==> config.mk <==
export PLATFORM = sky130hd
export DESIGN_NAME = regShadow
export DESIGN_NICKNAME = d
export VERILOG_FILES = /design/src/rtl/rvfiPkg.sv /design/src/rtl/rvviPkg.sv /design/src/rtl/regShadow.sv
export SDC_FILE = /design/constraint.sdc
export NUM_CORES = 2
export LEC_CHECK = 0
export BUFFER_PORTS_ARGS = -buffer_cell sky130_fd_sc_hd__buf_2
export CELL_PAD_IN_SITES_DETAIL_PLACEMENT = 0
export CELL_PAD_IN_SITES_GLOBAL_PLACEMENT = 1
export CORE_AREA = 2 2 444 446
export CTS_CLUSTER_SIZE = 14
export DETAILED_ROUTE_END_ITERATION = 12
export DIE_AREA = 0 0 446 448
export PLACE_DENSITY_LB_ADDON = 0.12
export SYNTH_ARGS = -nofsm -noshare
export SYNTH_HDL_FRONTEND = slang
export SYNTH_SLANG_ARGS = --single-unit
==> constraint.sdc <==
create_clock -name rvvi -period 2.45 [get_ports rvvi]
set_clock_uncertainty 0.1 [all_clocks]
set_input_delay 0.245 -clock rvvi [delete_from_list [all_inputs] [get_ports rvvi]]
set_output_delay 0.245 -clock rvvi [all_outputs]
set_load 0.1 [all_outputs]
==> src/rtl/rvfiPkg.sv <==
`default_nettype none

// Input side of the converter
// Everything here mirrors what the core puts on its RVFI port
package rvfiPkg;

    ////////////////////////////////////////////////////////////
    // Core dimensions
    ////////////////////////////////////////////////////////////

    // Integer register and CSR data width
    localparam int XLEN = 32;

    // Registers per file, same for integer and FP
    localparam int NUM_REGS = 32;

    // Register index width follows the file depth
    localparam int REG_ADDR_W = $clog2(NUM_REGS);

    // Writeback ports reported per file and per retirement
    localparam int NUM_WRITE_PORTS = 2;

    ////////////////////////////////////////////////////////////
    // RVFI records
    ////////////////////////////////////////////////////////////

    // One retired instruction
    typedef struct packed {
        logic            valid;    // Plain strobe, no back-pressure
        logic [63:0]     order;    // Retirement sequence number
        logic [31:0]     insn;     // Raw instruction word
        logic            trap;
        logic            intr;     // First insn of a trap handler
        logic [1:0]      mode;     // Privilege level at retirement
        logic [XLEN-1:0] pcRdata;  // PC of the retired insn
    } retire_t;

    // One CSR as reported at retirement
    // Bits under wmask come from wdata, the rest from rdata
    typedef struct packed {
        logic [XLEN-1:0] rdata;
        logic [XLEN-1:0] wdata;
        logic [XLEN-1:0] wmask;
    } csrPort_t;

    // One register write port
    typedef struct packed {
        logic                  wvalid;
        logic [REG_ADDR_W-1:0] addr;
        logic [XLEN-1:0]       wdata;
    } regWrite_t;

endpackage

`default_nettype wire

==> src/rtl/rvviPkg.sv <==
`default_nettype none

// Output side of the converter
// Trace record handed to the reference-model comparison
package rvviPkg;

    ////////////////////////////////////////////////////////////
    // CSR set carried by the trace
    ////////////////////////////////////////////////////////////

    // Index of each CSR inside the trace arrays
    localparam int IDX_MSTATUS  = 0;
    localparam int IDX_MISA     = 1;
    localparam int IDX_MIE      = 2;
    localparam int IDX_MTVEC    = 3;
    localparam int IDX_MSCRATCH = 4;
    localparam int IDX_MEPC     = 5;
    localparam int IDX_MCAUSE   = 6;
    localparam int IDX_MIP      = 7;

    // The last index closes the set
    localparam int NUM_CSRS = IDX_MIP + 1;

    // Architectural CSR address width
    localparam int CSR_ADDR_W = 12;

    // Machine-mode addresses, in index order
    localparam logic [CSR_ADDR_W-1:0] CSR_ADDR [NUM_CSRS] = '{
        IDX_MSTATUS:  12'h300,
        IDX_MISA:     12'h301,
        IDX_MIE:      12'h304,
        IDX_MTVEC:    12'h305,
        IDX_MSCRATCH: 12'h340,
        IDX_MEPC:     12'h341,
        IDX_MCAUSE:   12'h342,
        IDX_MIP:      12'h344
    };

    ////////////////////////////////////////////////////////////
    // Views and trace
    ////////////////////////////////////////////////////////////

    // Rebuilt CSR values plus one written flag per CSR
    typedef struct packed {
        logic [NUM_CSRS-1:0][rvfiPkg::XLEN-1:0] value;
        logic [NUM_CSRS-1:0]                    wb;
    } csrView_t;

    // Full shadow of one register file plus writeback mask
    typedef struct packed {
        logic [rvfiPkg::NUM_REGS-1:0][rvfiPkg::XLEN-1:0] wdata;
        logic [rvfiPkg::NUM_REGS-1:0]                    wb;
    } regView_t;

    // One trace entry per cycle, valid marks a retirement
    typedef struct packed {
        logic                     valid;
        logic [63:0]              order;
        logic [31:0]              insn;
        logic                     trap;
        logic                     intr;
        logic [1:0]               mode;
        logic [rvfiPkg::XLEN-1:0] pcRdata;
        csrView_t                 csr;
        regView_t                 x;     // Integer file
        regView_t                 f;     // Floating-point file
    } rvviTrace_t;

endpackage

`default_nettype wire

==> src/rtl/regShadow.sv <==
`default_nettype none
`timescale 1ns/10ps

// Shadow of one register file
// Applies the retirement's write ports to a full copy of the file
// and reports which entries the retirement touched
module regShadow #(
    // Register 0 reads as zero and ignores writes
    parameter bit ZeroWired = 1'b1
) (
    input  wire logic               rvvi,
    input  wire logic               reset_i,
    input  wire rvfiPkg::regWrite_t write_i [rvfiPkg::NUM_WRITE_PORTS],
    input  wire logic               retireValid_i,
    output rvviPkg::regView_t       view_o
);

    ////////////////////////////////////////////////////////////
    // Next-state of the shadow
    ////////////////////////////////////////////////////////////

    logic [rvfiPkg::NUM_REGS-1:0][rvfiPkg::XLEN-1:0] shadow;
    logic [rvfiPkg::NUM_REGS-1:0][rvfiPkg::XLEN-1:0] shadowNext;
    logic [rvfiPkg::NUM_REGS-1:0]                    wbMask;
    logic [rvfiPkg::NUM_REGS-1:0]                    wbNext;

    // Per-port write enable after the register 0 rule
    logic [rvfiPkg::NUM_WRITE_PORTS-1:0]             portWrite;

    always_comb begin
        shadowNext = shadow;
        wbNext     = '0;
        // Ports in ascending order so the higher port wins a collision
        for (int p = 0; p < rvfiPkg::NUM_WRITE_PORTS; p++) begin
            portWrite[p] = write_i[p].wvalid
                         && !(ZeroWired && (write_i[p].addr == '0));
            if (portWrite[p]) begin
                shadowNext[write_i[p].addr] = write_i[p].wdata;
                wbNext[write_i[p].addr]     = 1'b1;
            end
        end
    end

    ////////////////////////////////////////////////////////////
    // Shadow registers
    ////////////////////////////////////////////////////////////

    always_ff @(posedge rvvi) begin
        if (reset_i) begin
            shadow <= '0;
            wbMask <= '0;
        end else if (retireValid_i) begin
            shadow <= shadowNext;
            wbMask <= wbNext;
        end else begin
            // Ports are ignored without a retirement
            wbMask <= '0;
        end
    end

    assign view_o = '{wdata: shadow, wb: wbMask};

    ////////////////////////////////////////////////////////////
    // Checks
    ////////////////////////////////////////////////////////////

    if (ZeroWired) begin : gZeroReg
        // x0 stays zero through any write history
        assert property (@(posedge rvvi) disable iff (reset_i)
            (view_o.wdata[0] == '0) && !view_o.wb[0])
            else $error("regShadow register 0 written in a zero-wired file");
    end

endmodule

`default_nettype wire

-- After elaboration in Yosys (flattened, before gate mapping)
Index checks and enable logic that the tools add are counted.
- logic and storage cells: 62
- register bits: 1056
- output and inout bits: 1056
- mux-type cells: 14
- reductions and logical operators: 9
- magnitude comparators: 4
- bitwise gates (word level): 2
- operator list (operator ; count):
    bitwise mux 1024 bit ; 2
    two-way mux 1024 bit ; 2
    demux 32 bit (select 5 bit) ; 2
    two-way mux 32 bit ; 4
    OR 32 bit ; 1
    < comparator 5 x 6 -> 1 bit (second input constant) ; 2
    demux 1 bit (select 5 bit) ; 2
    >= comparator 5 x 1 -> 1 bit (second input constant) ; 2
    logical NOT 5 bit ; 2
    logical AND 1 bit ; 4
    logical NOT 1 bit ; 2
    two-way mux 1 bit ; 2
    OR reduction 2 bit ; 1
    inverter 1 bit ; 1

-- Logic depth before layout (Yosys ltp)
- word-level depth: 8
- mapped depth: 8

-- Worst setup path after synthesis
Ideal clock, no wire load.
- kind: input-to-reg
- from: input port write_i[34] (netlist name)
- to: register shadow (netlist bit view_o[90])
- stages: 6
- slack: 0.578 ns
- path buffers: 2
- arrival: 1.650 ns
- required time: 2.228 ns
- cells stage by stage: or4b_1 buf_4 nor2_4 a21oi_1 buf_2 a221o_1
- cells in the longest elaborated chain, start to end: 6
- RTL lines (item ; RTL line ; RTL):
    start, declared ; regShadow.sv:13 ; input wire rvfiPkg::regWrite_t write_i [rvfiPkg::NUM_WRITE_PORTS],
    < comparator 5 x 6 -> 1 bit (not written as such) or >= comparator 5 x 1 -> 1 bit (tied branches) ; regShadow.sv:38 ; shadowNext[write_i[p].addr] = write_i[p].wdata;
    logical AND 1 bit (not written as such) ; regShadow.sv:38 ;
    two-way mux 32 bit (not written as such) ; regShadow.sv:38 ;
    demux 32 bit (select 5 bit) ; regShadow.sv:38 ;
    bitwise mux 1024 bit ; regShadow.sv:38 ;
    two-way mux 1024 bit * ; regShadow.sv:37 ; if (portWrite[p]) begin
    end signal, assigned ; regShadow.sv:53 ; shadow <= shadowNext;
    end, declared ; regShadow.sv:22 ; logic [rvfiPkg::NUM_REGS-1:0][rvfiPkg::XLEN-1:0] shadow;
Mark *: on every way between the ends. The rest lies on a longest branch, timed or not.
A chain may end at the register's enable or synchronous reset.

==> results_dict.tcl <==
set metrics [dict create \
    powerDensity_mw_per_mm2 665 \
    dp_hpwl_mm 260 \
    viasPerCell 6.49 \
    cp.depth 8 \
    utilization 0.349 \
    firstDrtPassIters 6 \
    routedWlPerCell_um 40.5 \
    floorplan.initialDensity 0.270 \
    wirelength_mm 390 \
    grtUsageTotal 0.369 \
    grt_pass1_vias 55900 \
    path_cells "dlygate4sd3_1 > buf_8 > nor2b_4 > buf_4 > buf_12 > buf_4 > a32o_1 > dlygate4sd3_1" \
    setup_viol_count_final 0 \
    syn_inst 6211 \
    cpLargestDelayFamily "buffers and inverters" \
    slowest_stage "dlygate4sd3_1" \
    final_hold_viol_count 0 \
    hp-class "input port to flip-flop" \
    cpPeakStageDelay_ns 0.57 \
    yosys.area.top_type "dfxtp_1" \
    maxSlewHeadroom 0.0314 \
    die_w_um 446 \
    core_area_mm2 0.195 \
    die-area_mm2 0.200 \
    synth_seq_cells 1056 \
    h-tree-depth 4 \
    first_iter_violations 9051 \
    worstSkewPairLatency_ns 0.81 \
    antenna_left 0 \
    rsz0062_at_grt "false" \
    synth_nets 6290 \
    worst-path-buf-inv 6 \
    status "completed" \
    synthTopCellsByArea "dfxtp_1, a221oi_1, o32ai_1, o21ai_0, clkbuf_1" \
    totalPowerFinal_w 0.0452 \
    endpoint_kind "flip-flop" \
    avgSynthCellArea_um2 8.47 \
    vdd_ir_drop_max_v 0.000728 \
    synth.cell_area_mm2 0.0526 \
    cts.sinks 1056 \
    cp.required_ns 3.11 \
    yosysSeqAreaShare 0.402 \
    final_nets 7048 \
    drv_slew 0 \
    root_buffer "clkbuf_16" \
    cts.path.max_buffers 3 \
    cp.arrival_ns 2.99 \
    synth_cell_types 58 \
    overflow 0 \
    whs_ns 0.0662 \
    synthFlopType "dfxtp_1" \
    vias 62600 \
    path_class "input port to flip-flop" \
    drcViolationCount 0 \
    die_y_um 448 \
    synth.top_cell.area_share 0.402 \
    grt_max_degree 204 \
    worst_slew_pin_slew_ns 1.45 \
    critical_path.max_fanout 58 \
    fmax_ghz 0.429 \
    cts_made_buffers 139 \
    drive_gt1_frac 0.253 \
    grt_pass1_wl_mm 514 \
    hold_depth 4 \
    cts_tree "yes" \
    antenna_found_initial 46 \
    area_growth_pct 29.3 \
    finalCriticalPeriod_ns 2.33 \
    tns_ns 0 \
    reg2reg_depth 2 \
    maxCapViolations 0 \
    yosysWarnings 0 \
    leakage_nw 24.0 \
    io_buffer_count 1134 \
    clk_pin_slew_ns 0.06 \
    synth_edf_count 0 \
    routabilityCongestion 0.901 \
    synth-async-reset-ratio 0 \
    min_period_over_period 0.951 \
    ios 1135 \
    start_kind "input port" \
    row_count 162 \
]
==> kinds of logic (layout without fill, tap and decap cells) <==
logic type / Yosys count / count (layout) / synth area share
AOI/OAI and AO/OA: 2694 / 2694 / 0.396
buffers and inverters: 1688 / 2551 / 0.123
DFF: 1056 / 1056 / 0.402
other: 1 / 22 / 0.0000713
and+or+nand+nor: 772 / 772 / 0.0791
==> layer usage <==
metal	share of wire	GRT usage
met5	0.000028	0
met1	0.40	0.483
met4	0.071	0.232
met2	0.42	0.528
met3	0.10	0.105
==> synthesized netlist by cell type, drive strengths merged (3+ instances only) <==
cell,n
a211o,5
a21o,13
a21oi,37
a221o,52
a221oi,916
a31o,3
a32o,8
and2,101
and3,72
and4b,6
and4bb,3
buf,88
clkbuf,874
dfxtp,1056
inv,726
nand2,78
nand2b,195
nand3,4
nand4b,3
nand4bb,3
nor2,244
nor2b,36
nor3,8
nor4bb,3
o21ai,724
o22ai,8
o32ai,916
==> area by class of cell <==
type / instances / area (um^2)
fill: 19900 / 127000
multi-input combinational: 3467 / 25200
sequential: 1056 / 21100
timing repair buffer: 1579 / 11100
clock buffer: 221 / 4230
tap: 2542 / 3180
inverter: 726 / 2730
clock inverter: 25 / 277
antenna: 21 / 52.6
==> worst register-to-register path, cell delays in order, from the launching register on <==
cell and delay [ns]:
dfxtp_1 0.37, a211o_1 0.27, dlygate4sd3_1 0.55
==> power by group <==
| part | internal (W) | switching, W | total (W) |
|---|---|---|---|
| combinational | 0.00137 | 0.00514 | 0.00651 |
| sequential | 0.0174 | 0.000210 | 0.0176 |
| clock | 0.0122 | 0.00886 | 0.0211 |
==> what timing repair did <==
item                                   in CTS  in global routing
setup endpoints to repair                   0                  1
hold buffers                               64                  0
setup buffers                               0                  0
endpoints found under the hold margin     439                  0
gates resized for setup                     0                  1
==> layout by cell type (no fill, tap or decap), drive strengths merged, types with 3 or more instances in the layout <==
cell type	count
clkbuf	221
a21o	13
and3	72
nor2b	36
o22ai	8
and4b	6
nand3	4
dlygate4sd3	64
bufinv	4
nand2b	195
dfxtp	1056
o32ai	916
a211o	5
nor3	8
nor2	244
clkinv	16
and2	101
diode	21
a221oi	916
a32o	8
nor4bb	3
a31o	3
o21ai	724
nand4bb	3
nand2	78
a21oi	37
and4bb	3
a221o	52
nand4b	3
buf	1515
inv	730
==> flip-flops by register name, summed over array words and instances (netlist names) <==
register	flops
view_o	1024
wbMask	32
==> through the flow <==
step / setup WS [ns] / instances / cell area, um^2
global placement: -0.0449 / 9306 / 62800
floorplan: 0.578 / 6211 / 52600
global route: 0.0595 / 9622 / 67900
CTS: 0.154 / 9616 / 67900
finish: 0.120 / 9637 / 68000
detailed placement: -0.0579 / 9306 / 62800
==> path summary, 6_finish.rpt <==
kind / from / endpoint / slack (ns)
min: write_i[5] / view_o[869] / 0.07
max: retireValid_i / view_o[79] / 0.12
max reg2reg: view_o[153] / view_o[153] / 1.06
min reg2reg: view_o[38] / view_o[38] / 0.36
Note: power is estimated with default switching activity, not from simulation.
