`src/rtl/rvfiPkg.sv`:
```
`default_nettype none

// Input side of the converter
// Everything here mirrors what the core puts on its RVFI port
package rvfiPkg;

    ////////////////////////////////////////////////////////////
    // Core dimensions
    ////////////////////////////////////////////////////////////

    // Integer register and CSR data width
    localparam int XLEN = 32;

    // Registers per file, same for integer and FP
    localparam int NUM_REGS = 32;

    // Register index width follows the file depth
    localparam int REG_ADDR_W = $clog2(NUM_REGS);

    // Writeback ports reported per file and per retirement
    localparam int NUM_WRITE_PORTS = 2;

    ////////////////////////////////////////////////////////////
    // RVFI records
    ////////////////////////////////////////////////////////////

    // One retired instruction
    typedef struct packed {
        logic            valid;    // Plain strobe, no back-pressure
        logic [63:0]     order;    // Retirement sequence number
        logic [31:0]     insn;     // Raw instruction word
        logic            trap;
        logic            intr;     // First insn of a trap handler
        logic [1:0]      mode;     // Privilege level at retirement
        logic [XLEN-1:0] pcRdata;  // PC of the retired insn
    } retire_t;

    // One CSR as reported at retirement
    // Bits under wmask come from wdata, the rest from rdata
    typedef struct packed {
        logic [XLEN-1:0] rdata;
        logic [XLEN-1:0] wdata;
        logic [XLEN-1:0] wmask;
    } csrPort_t;

    // One register write port
    typedef struct packed {
        logic                  wvalid;
        logic [REG_ADDR_W-1:0] addr;
        logic [XLEN-1:0]       wdata;
    } regWrite_t;

endpackage

`default_nettype wire

```
`src/rtl/rvviPkg.sv`:
```
`default_nettype none

// Output side of the converter
// Trace record handed to the reference-model comparison
package rvviPkg;

    ////////////////////////////////////////////////////////////
    // CSR set carried by the trace
    ////////////////////////////////////////////////////////////

    // Index of each CSR inside the trace arrays
    localparam int IDX_MSTATUS  = 0;
    localparam int IDX_MISA     = 1;
    localparam int IDX_MIE      = 2;
    localparam int IDX_MTVEC    = 3;
    localparam int IDX_MSCRATCH = 4;
    localparam int IDX_MEPC     = 5;
    localparam int IDX_MCAUSE   = 6;
    localparam int IDX_MIP      = 7;

    // The last index closes the set
    localparam int NUM_CSRS = IDX_MIP + 1;

    // Architectural CSR address width
    localparam int CSR_ADDR_W = 12;

    // Machine-mode addresses, in index order
    localparam logic [CSR_ADDR_W-1:0] CSR_ADDR [NUM_CSRS] = '{
        IDX_MSTATUS:  12'h300,
        IDX_MISA:     12'h301,
        IDX_MIE:      12'h304,
        IDX_MTVEC:    12'h305,
        IDX_MSCRATCH: 12'h340,
        IDX_MEPC:     12'h341,
        IDX_MCAUSE:   12'h342,
        IDX_MIP:      12'h344
    };

    ////////////////////////////////////////////////////////////
    // Views and trace
    ////////////////////////////////////////////////////////////

    // Rebuilt CSR values plus one written flag per CSR
    typedef struct packed {
        logic [NUM_CSRS-1:0][rvfiPkg::XLEN-1:0] value;
        logic [NUM_CSRS-1:0]                    wb;
    } csrView_t;

    // Full shadow of one register file plus writeback mask
    typedef struct packed {
        logic [rvfiPkg::NUM_REGS-1:0][rvfiPkg::XLEN-1:0] wdata;
        logic [rvfiPkg::NUM_REGS-1:0]                    wb;
    } regView_t;

    // One trace entry per cycle, valid marks a retirement
    typedef struct packed {
        logic                     valid;
        logic [63:0]              order;
        logic [31:0]              insn;
        logic                     trap;
        logic                     intr;
        logic [1:0]               mode;
        logic [rvfiPkg::XLEN-1:0] pcRdata;
        csrView_t                 csr;
        regView_t                 x;     // Integer file
        regView_t                 f;     // Floating-point file
    } rvviTrace_t;

endpackage

`default_nettype wire

```
`src/rtl/csrView.sv`:
```
`default_nettype none
`timescale 1ns/10ps

// CSR view of the trace
// Rebuilds each CSR from the RVFI masked read/write data and
// flags the ones whose value moved since they were last reported
module csrView (
    input  wire logic              rvvi,
    input  wire logic              reset_i,
    input  wire rvfiPkg::csrPort_t csr_i [rvviPkg::NUM_CSRS],
    input  wire logic              retireValid_i,
    output rvviPkg::csrView_t      view_o
);

    ////////////////////////////////////////////////////////////
    // Merge and compare
    ////////////////////////////////////////////////////////////

    // Value each CSR holds after the retiring insn
    logic [rvviPkg::NUM_CSRS-1:0][rvfiPkg::XLEN-1:0] merged;

    // Value last put on the trace, one per CSR
    logic [rvviPkg::NUM_CSRS-1:0][rvfiPkg::XLEN-1:0] lastValue;

    // Merged value differs from the reported one
    logic [rvviPkg::NUM_CSRS-1:0]                    changed;

    // Registered written flags
    logic [rvviPkg::NUM_CSRS-1:0]                    wbQ;

    always_comb begin
        for (int i = 0; i < rvviPkg::NUM_CSRS; i++) begin
            // Written bits from wdata, untouched bits from rdata
            merged[i] = (csr_i[i].wdata & csr_i[i].wmask)
                      | (csr_i[i].rdata & ~csr_i[i].wmask);
            changed[i] = (merged[i] != lastValue[i]);
        end
    end

    ////////////////////////////////////////////////////////////
    // Registered view
    ////////////////////////////////////////////////////////////

    always_ff @(posedge rvvi) begin
        if (reset_i) begin
            lastValue <= '0;
            wbQ       <= '0;
        end else if (retireValid_i) begin
            // Report the new value and remember it for next time
            lastValue <= merged;
            wbQ       <= changed;
        end else begin
            // Without a retirement values hold and nothing is flagged
            wbQ <= '0;
        end
    end

    // The reported value is the last-reported register itself
    assign view_o = '{value: lastValue, wb: wbQ};

    ////////////////////////////////////////////////////////////
    // Checks
    ////////////////////////////////////////////////////////////

    // A bubble on the retirement strobe never reports a write
    assert property (@(posedge rvvi) disable iff (reset_i)
        !retireValid_i |=> (view_o.wb == '0))
        else $error("csrView wb set after a cycle without retirement");

endmodule

`default_nettype wire

```
`config.mk`:
```
export PLATFORM = sky130hd
export DESIGN_NAME = csrView
export DESIGN_NICKNAME = d
export VERILOG_FILES = /design/src/rtl/rvfiPkg.sv /design/src/rtl/rvviPkg.sv /design/src/rtl/csrView.sv
export SDC_FILE = /design/constraint.sdc
export NUM_CORES = 1
export LEC_CHECK = 0
export ABC_AREA = 1
export BUFFER_PORTS_ARGS = -buffer_cell sky130_fd_sc_hd__buf_2
export CORE_AREA = 2 2 398 400
export CTS_BUF_LIST = sky130_fd_sc_hd__clkbuf_8
export CTS_CLUSTER_DIAMETER = 120
export CTS_CLUSTER_SIZE = 28
export DETAILED_ROUTE_END_ITERATION = 6
export DIE_AREA = 0 0 400 402
export SYNTH_ARGS = -nofsm -noshare
export SYNTH_HDL_FRONTEND = slang
export SYNTH_SLANG_ARGS = --single-unit
```
`constraint.sdc`:
```
create_clock -name rvvi -period 1 [get_ports rvvi]
set_clock_uncertainty 0.1 [all_clocks]
set_input_delay 0.1 -clock rvvi [delete_from_list [all_inputs] [get_ports rvvi]]
set_output_delay 0.1 -clock rvvi [all_outputs]
set_load 0.005 [all_outputs]
```
### After elaboration in Yosys (flattened, before gate mapping)

Index checks and enable logic that the tools add are counted.

* add/subtract/negate cells: 0
* multiply operators: 0
* divide/modulo/power cells: 0
* order comparisons: 0
* eq/ne operators: 8
* shift-type cells: 0
* muxes and demuxes: 0
* bitwise logic cells: 33
* reductions and logical operators: 1

Operators by type and width (number)
* bitwise AND 32 bit: 16
* inequality test 32 bit: 8
* NOT 32 bit: 8
* bitwise OR 32 bit: 8
* OR reduction 2 bit: 1
* NOT 1 bit: 1

* register bits: 264
* bits in latches: 0
* bits in writable memories: 0
* ROM bits: 0
* input bits: 771
* output and inout bits: 264
* logic and storage cells: 51
* memories kept: 0

### Depth between registers and ports, before layout

Gate-level depths: netlist (run 1).

* word-level depth: 4
* depth in mapped cells: 11
* mapped depth without buffers: 11

### Worst setup path before layout (run 1)

OpenSTA, ideal clock, no wires.

* path type: register to register
* from: register lastValue (netlist bit view_o[9])
* to: register wbQ[0] (netlist name)
* data arrival time: 0.910 ns
* data required time: 0.779 ns
* path slack: -0.131 ns
* cell stages (with the launch flop): 10
* buffers on the path: 0
* cells stage by stage: dfxtp_1 > inv_1 > nand3_1 > nand2_1 > nor2_1 > nand2_1 > nor2_1 > nand2_1 > nor2_1 > nor2_1

* word-level cells in the longest chain between the ends: 1

RTL lines
* start, declared: line csrView.sv:23 `logic [rvviPkg::NUM_CSRS-1:0][rvfiPkg::XLEN-1:0] lastValue;`
* start signal, assigned: line csrView.sv:50 `lastValue <= merged;`
* inequality test 32 bit: line csrView.sv:36 `changed[i] = (merged[i] != lastValue[i]);`
* end signal, assigned: line csrView.sv:51 `wbQ <= changed;`
* end, declared: line csrView.sv:29 `logic [rvviPkg::NUM_CSRS-1:0] wbQ;`

No other way between the ends.
A chain may end at the register's enable or synchronous reset.

### Worst setup path in the final report (run 1)

* from: register lastValue (netlist bit view_o[133])
* to: register wbQ[3] (netlist name)

The elaborated chain is that of the path after synthesis.

==> metrics.txt, run 1 <==
leakage power summed over all cells=approximately 25 nW; cell type of the slowest stage on the worst timing path=sky130_fd_sc_hd__dfxtp_2; final hold violations=24; largest cells by area after synthesis=sky130_fd_sc_hd__dfxtp_1 27%, sky130_fd_sc_hd__nand2_1 26%, sky130_fd_sc_hd__inv_1 15%, sky130_fd_sc_hd__a21oi_2 9.1%, sky130_fd_sc_hd__nand3_1 7.0%; kind of critical path=register to register; aggregate routed wire length=145.4 mm; area grow syn2layout=137.3%; largest driver fanout on the critical path=2; most frequent cell on the critical path=sky130_fd_sc_hd__nor2_4; synthesized instance count=about 3400; final cell count without fillers=8135; initial standard-cell utilization of the core=0.1230; sequential area share after synthesis=0.2736; Cell Int Power=roughly 24 mW; area share of and/or/nand/nor cells after synthesis=0.3691; starting DRC count in detailed routing=1804; leading cell types in the layout, fill and taps excluded=1294 x sky130_fd_sc_hd__nand2_1, 792 x sky130_fd_sc_hd__buf_2, 706 x sky130_fd_sc_hd__buf_6; detailed-route via count=32040; Period minus WS final=between 1.5 and 2 ns; synthesized-area fraction occupied by xor and xnor cells=0; number of top-level pins=1035; fraction of synthesized area in multiplexers=0; PD cells=853.2 mW/mm²; Final Max Slew Viols=0; switch share=0.3753; share of Yosys cell area claimed by the top area cell type=0.2736; yosys warns=0; leading cell type in the layout, fill and taps excluded=sky130_fd_sc_hd__nand2_1; type of the tightest min-delay check=primary input to register; per-instance average area after synthesis=5.605 µm²; net switching power=~15 mW; worst-skew pair later-pin latency=0.73 ns; number of nets with antenna violations after detailed routing=0; Final Wtd Congestion=around 0.99; hold wc startpoint=csr_i[581]; combinational fraction of design power=0.496; largest family of logic cells by synthesized area=simple AND/OR/NAND/NOR gates; cell-by-cell listing of the critical path=buf_4, nand3_1, nand2_2, nor2_4, nand2_8, nor2_4, nand2_1, nor2_2, nor2_1; length of the first detailed-routing pass in iterations=7; share of the clock period used by the worst path after layout=1.620; startpoint class of the critical path=register; floorplan die width=400 µm; Net Count, Synth=4218; Crit path max-delay family=simple AND/OR/NAND/NOR gates; Worst Setup Slack, final=-0.6200 ns; CTS tree=done; Relative slew margins=0.6081; violated checks=negative hold slack, negative setup slack; adder-cell share of the synthesized area=0; via count of the first global-routing pass=about 32000; Placed Cells incl. Taps=around 7200; stage delay of the slowest cell on the critical path=0.36 ns; Die Ht=402 µm; combined global-route utilization of all metal layers=0.1688; global-route congestion overflow total=0; H-tree lvl count=1; number of clock sinks seen by CTS=264; Critical Path AT=2.16 ns; CTS root buf=sky130_fd_sc_hd__clkbuf_8; global-route wire length before repair=approximately 200 mm; placeable core area=0.1571 mm²; complex-gate fraction of the synthesized area=0.1705; buffers added on ports=1034; fraction of final layout cells sized beyond drive strength 1=0.4720; result of the run=complete, but fails checks; Final HPWL DP=111.6 mm; Final Net Count=6791; worst setup timing slack at the placement stage=-1.139 ns; clock transition at the register clock pins on the worst setup and hold paths after CTS=0.17 ns; number of register bits inferred by synthesis=between 200 and 300; number of different library cells in the post-synthesis netlist=19; number of design rule violations left after detail routing=0; clk buf depth=3; setup repair after global routing missed its margin=yes; num rows=around 150; floorplan die area=0.1608 mm²; number of max-cap violations=0; area of the mapped netlist=roughly 0.019 mm²; initial antenna violation count=62; final-report setup violation count=around 340; largest net degree at the start of global routing=43; Worst Hold Slack=-0.3475 ns; type of destination of the critical path=register; share of power burned in the clock network=0.192; portion of total power attributed to sequential cells=0.313; cell type with the largest total area after synthesis=sky130_fd_sc_hd__dfxtp_1; worst setup path startpoint=view_o[133]; data required time of the worst path=approximately 1.5 ns; routed via count divided by cell count=3.938; Least-Margin Pin Slew=0.5879 ns; final routed wire length divided by cell count=~18 µm; achievable frequency=around 620 MHz; worst voltage drop across the vdd grid=approximately 0.00073 V; total buffers and inverters traversed by the critical path=1; cts bufs inserted=18; r2r startpoint=view_o[133]
[Yosys cell counts (all sizes together)]
| library cell | number |
|---|---|
| a21oi | 248 |
| buf | 58 |
| clkbuf | 26 |
| clkinv | 1 |
| dfxtp | 264 |
| inv | 785 |
| nand2 | 1361 |
| nand3 | 272 |
| nor2 | 176 |
| o211ai | 8 |
| o21ai | 248 |
[final timing paths]
kind / slack (ns) / cells past startpoint / endpoint
max: -0.62 / 9 / wbQ[3]
min: -0.35 / 5 / view_o[45]
max reg2reg: -0.62 / 9 / wbQ[3]
min reg2reg: 0.49 / 3 / view_o[169]
[registers in the layout (all words and copies together) (netlist names)]
| signal | cells |
|---|---|
| view_o | 256 |
| wbQ | 8 |
[repair_timing]
item | CTS | global route
hold buffers | 652 | 5
pin swaps | 43 | 258
buffers inserted | 214 | 38
hold endpoints to repair | 264 | 30
setup endpoints to repair | 278 | 478
resized for setup | 708 | 595
[cells by family (layout without fill, tap and decap cells)]
kind of cell | count (synthesis) | after routing
simple gates | 1809 | 1809
other cells | 0 | 31
compound gates | 504 | 504
buf+inv | 870 | 3455
flops | 264 | 264
[layout make-up]
class                           count  area, µm²
Timing Repair Buffer             2637      22700
Sequential cell                   264       5715
Clock inverter                     11      150.1
Multi-Input combinational cell   2313      11190
Clock buffer                       21      289.0
Fill cell                       16440     111300
Tap cell                         2072       2592
Inverter                          786       3129
Antenna cell                       31      77.57
[worst reg2reg max path, delay by kind of cell (launching register included)]
family / cells / cell delay, ns
and+or+nand+nor: 8 / 0.96
DFF: 1 / 0.36
buffers and inverters: 1 / 0.13
[per-stage QoR]
step	setup TNS, ns	power (mW)	util	cell area [µm²]	hold WS, ns
6_report	-131.12	39.12	0.2918	45850	-0.3475
5_1_grt	-167.94	41.49	0.2916	45820	-0.3888
4_1_cts	-173.26	38.23	0.2803	44040	-0.4153
3_5_place_dp	-84.04	25.72	0.2092	32870	0.3392
3_3_place_gp	-82.78	25.48	0.2092	32870	0.3208
2_1_floorplan	-17.35	17.42	-	19850	0.2289
[routing by layer]
layer / GRT usage / wire length (µm) / vias to the layer above
met2: 0.2709 / 64570 / 1374
met1: 0.1941 / 57310 / 14590
li1: - / - / 15540
met5: 0 / 274 / -
met4: 0.1242 / 12500 / 40
met3: 0.04102 / 10730 / 489
[power by group through the flow]
stage | combinational [mW] | sequential, mW | clock (mW)
floorplan | 5.11 | 12.3 | 0
global placement | 13.0 | 12.4 | 0
detailed placement | 13.3 | 12.5 | 0
CTS | 18.1 | 12.1 | 8.06
global route | 20.9 | 12.3 | 8.30
finish | 19.4 | 12.2 | 7.49
Power figures use the tool's default switching activity.
==> run 2: changes to the inputs <==
--- a/config.mk
+++ b/config.mk
@@ -5,14 +5,13 @@
 export SDC_FILE = /design/constraint.sdc
 export NUM_CORES = 1
 export LEC_CHECK = 0
-export ABC_AREA = 1
 export BUFFER_PORTS_ARGS = -buffer_cell sky130_fd_sc_hd__buf_2
-export CORE_AREA = 2 2 398 400
+export CORE_AREA = 2 2 404 406
 export CTS_BUF_LIST = sky130_fd_sc_hd__clkbuf_8
 export CTS_CLUSTER_DIAMETER = 120
 export CTS_CLUSTER_SIZE = 28
 export DETAILED_ROUTE_END_ITERATION = 6
-export DIE_AREA = 0 0 400 402
+export DIE_AREA = 0 0 406 408
 export SYNTH_ARGS = -nofsm -noshare
 export SYNTH_HDL_FRONTEND = slang
 export SYNTH_SLANG_ARGS = --single-unit
==> run 2 against run 1 <==
Fmax increased by 0.42%; clock power increased by 3.7%; non-clock buffer count decreased by 478; first-iteration DRC count decreased by 29%; critical path depth decreased by 7; critical endpoint is now view_o[66]; count of clock-buffer cells in the layout decreased by 1; the run still ends with negative hold slack, negative setup slack left; final area decreased by 22%; power decreased by 9.0%; largest cell class unchanged; cell count decreased by 29%.
==> metrics.txt, run 2 <==
floorplan die area=approximately 0.17 mm²; cell with the most instances after synthesis=sky130_fd_sc_hd__dfxtp_1; Net Count, Synth=~2200; prevailing post-synth register cell=sky130_fd_sc_hd__dfxtp_1; number of register bits inferred by synthesis=around 260; initial standard-cell utilization of the core=0.08586; worst voltage drop across the vdd grid=0.0008316 V; switch share=0.3554; Die Ht=408 µm; cts bufs inserted=19; Final Wtd Congestion=1.059; CTS root buf=sky130_fd_sc_hd__clkbuf_8; Critical R2R Capture=wbQ[4]; number of top-level pins=just over 1000; sequential area share after synthesis=0.3808; area of the mapped netlist=0.01388 mm²; type of destination of the critical path=output port; worst setup timing slack at the placement stage=-1.470 ns; share of Yosys cell area claimed by the top area cell type=0.3808; Worst Hold Slack=-0.2188 ns; buffers added on ports=1034; hold wc startpoint=csr_i[117]; Final HPWL DP=102.3 mm; worst-case reg-to-reg path depth=5; setup repair after global routing missed its margin=yes; worst-skew pair later-pin latency=0.73 ns; synthesized instance count=1464; number of design rule violations left after detail routing=0; length of the first detailed-routing pass in iterations=5; combinational fraction of design power=0.442; leading cell types in the layout, fill and taps excluded=768 x sky130_fd_sc_hd__buf_2, 544 x sky130_fd_sc_hd__buf_4, 511 x sky130_fd_sc_hd__buf_6; result of the run=complete, but fails checks; global-route congestion overflow total=0; Period minus WS final=1.613 ns; yosys warns=0; PD cells=999.0 mW/mm²; leading cell type in the layout, fill and taps excluded=sky130_fd_sc_hd__buf_2; per-instance average area after synthesis=between 9 and 10 µm²; final routed wire length divided by cell count=21.87 µm; number of clock sinks seen by CTS=264; clk buf depth=3; share of the clock period used by the worst path after layout=1.613; achievable frequency=approximately 620 MHz; largest driver fanout on the critical path=2; portion of total power attributed to sequential cells=0.340; fraction of final layout cells sized beyond drive strength 1=0.6575; kind of critical path=register to output port; H-tree lvl count=1; final hold violations=4; number of nets with antenna violations after detailed routing=0; reg2reg setup slack=-0.59 ns; CTS tree=done; largest cells by area after synthesis=sky130_fd_sc_hd__dfxtp_1 38%, sky130_fd_sc_hd__mux2i_1 18%, sky130_fd_sc_hd__xor2_1 16%, sky130_fd_sc_hd__a211oi_1 14%, sky130_fd_sc_hd__nor2_1 6.9%; initial antenna violation count=72; Critical Path AT=~1.4 ns; starting DRC count in detailed routing=1272; placeable core area=0.1617 mm²; cell type with the largest total area after synthesis=sky130_fd_sc_hd__dfxtp_1; global-route wire length before repair=164.4 mm; number of max-cap violations=0; area grow syn2layout=156.7%; hold path endpoint=view_o[221]; Hold Path Cell Cnt=3; num rows=148; Cell Int Power=22.94 mW; floorplan die width=a little over 400 µm; Final Net Count=4328; Final Max Slew Viols=0; share of power burned in the clock network=0.218; Relative slew margins=0.6567; number of synthesized flops with an enable pin=0; data required time of the worst path=approximately 0.80 ns; Worst Setup Slack, final=-0.6132 ns; share of synthesized registers carrying an async set or reset=0; violated checks=negative hold slack, negative setup slack; routed via count divided by cell count=between 3 and 4; Final Power=35.59 mW; number of flip-flops under the largest register name=around 260; clock transition at the register clock pins on the worst setup and hold paths after CTS=roughly 0.18 ns; Least-Margin Pin Slew=0.5006 ns; via count of the first global-routing pass=20810; combined global-route utilization of all metal layers=0.1435; detailed-route via count=20740; aggregate routed wire length=126.4 mm; startpoint class of the critical path=register; final-report setup violation count=298; net switching power=around 13 mW; top cells by instance count after synthesis=264 x sky130_fd_sc_hd__dfxtp_1, 256 x sky130_fd_sc_hd__a211oi_1, 256 x sky130_fd_sc_hd__mux2i_1, 256 x sky130_fd_sc_hd__nor2_1, 256 x sky130_fd_sc_hd__xor2_1; type of the tightest min-delay check=primary input to register; number of different library cells in the post-synthesis netlist=12; r2r startpoint=view_o[153]; largest net degree at the start of global routing=42; leakage power summed over all cells=16.80 nW
==> run 2: what timing repair did <==
item	in CTS	in global routing
buffers inserted	217	84
resized for setup	866	139
pin swaps	26	94
endpoints found under the hold margin	264	9
endpoints found under the setup margin	273	392
cloned	0	1
hold buffers	279	1
==> run 2: cells by family after synthesis <==
group	count (synthesis)	synth area share
flip-flops	264	0.3808
buffers and inverters	87	0.02596
multiplexers	256	0.1846
AO/OA/AOI/OAI	264	0.1414
AND/OR/NAND/NOR	337	0.1057
XOR/XNOR	256	0.1615
==> run 2: how the worst max path moves through the flow <==
| stage | start | slack [ns] | endpoint | cells after the start |
|---|---|---|---|---|
| 3_5_place_dp | csr_i[291] | -1.47 | wbQ[4] | 7 |
| 4_1_cts | view_o[195] | -0.67 | wbQ[5] | 4 |
| 5_1_grt | view_o[9] | -0.71 | wbQ[0] | 5 |
| 2_1_floorplan | csr_i[689] | -0.13 | wbQ[0] | 5 |
| 3_3_place_gp | csr_i[291] | -1.50 | wbQ[4] | 7 |
| 6_report | view_o[66] | -0.61 | view_o[66] | 2 |
==> run 2: metal layers <==
layer  global-route usage  vias up  wire, µm
met5                    0        -       163
met2               0.2458      976     60710
met3              0.03909      195     10470
li1                     -     9530         -
met4              0.05711       26      5905
met1               0.1681    10010     49180
==> run 2: stage by stage <==
stage	utilization	cell area [µm²]	cells	setup TNS, ns
floorplan	-	14330	1464	-1.051
finish	0.2204	35630	5782	-134.67
global route	0.2201	35580	5762	-160.27
CTS	0.2125	34350	5672	-192.91
detailed placement	0.1625	26270	5148	-51.07
global placement	0.1625	26270	5148	-47.89
==> run 2: worst max-delay path: stages, from the launching register on <==
cell and delay (ns):
sky130_fd_sc_hd__dfxtp_2 0.41, sky130_fd_sc_hd__buf_6 0.14, sky130_fd_sc_hd__buf_6 0.13
==> run 2: final cells by class <==
| class | count | area, µm² |
|---|---|---|
| Timing Repair Buffer | 2159 | 17490 |
| Clock inverter | 12 | 225.2 |
| Tap cell | 2175 | 2721 |
| Multi-Input combinational cell | 1113 | 9183 |
| Clock buffer | 20 | 275.3 |
| Sequential cell | 264 | 5640 |
| Antenna cell | 39 | 97.59 |
| Fill cell | 17370 | 126000 |
==> run 2: power by group through the flow <==
stage,Clock [mW],Sequential (mW),Combinational [mW]
2_1_floorplan,0,12.3,3.20
3_3_place_gp,0,12.1,11.0
3_5_place_dp,0,12.1,11.0
4_1_cts,8.22,12.0,15.1
5_1_grt,8.49,12.2,16.6
6_report,7.77,12.1,15.7
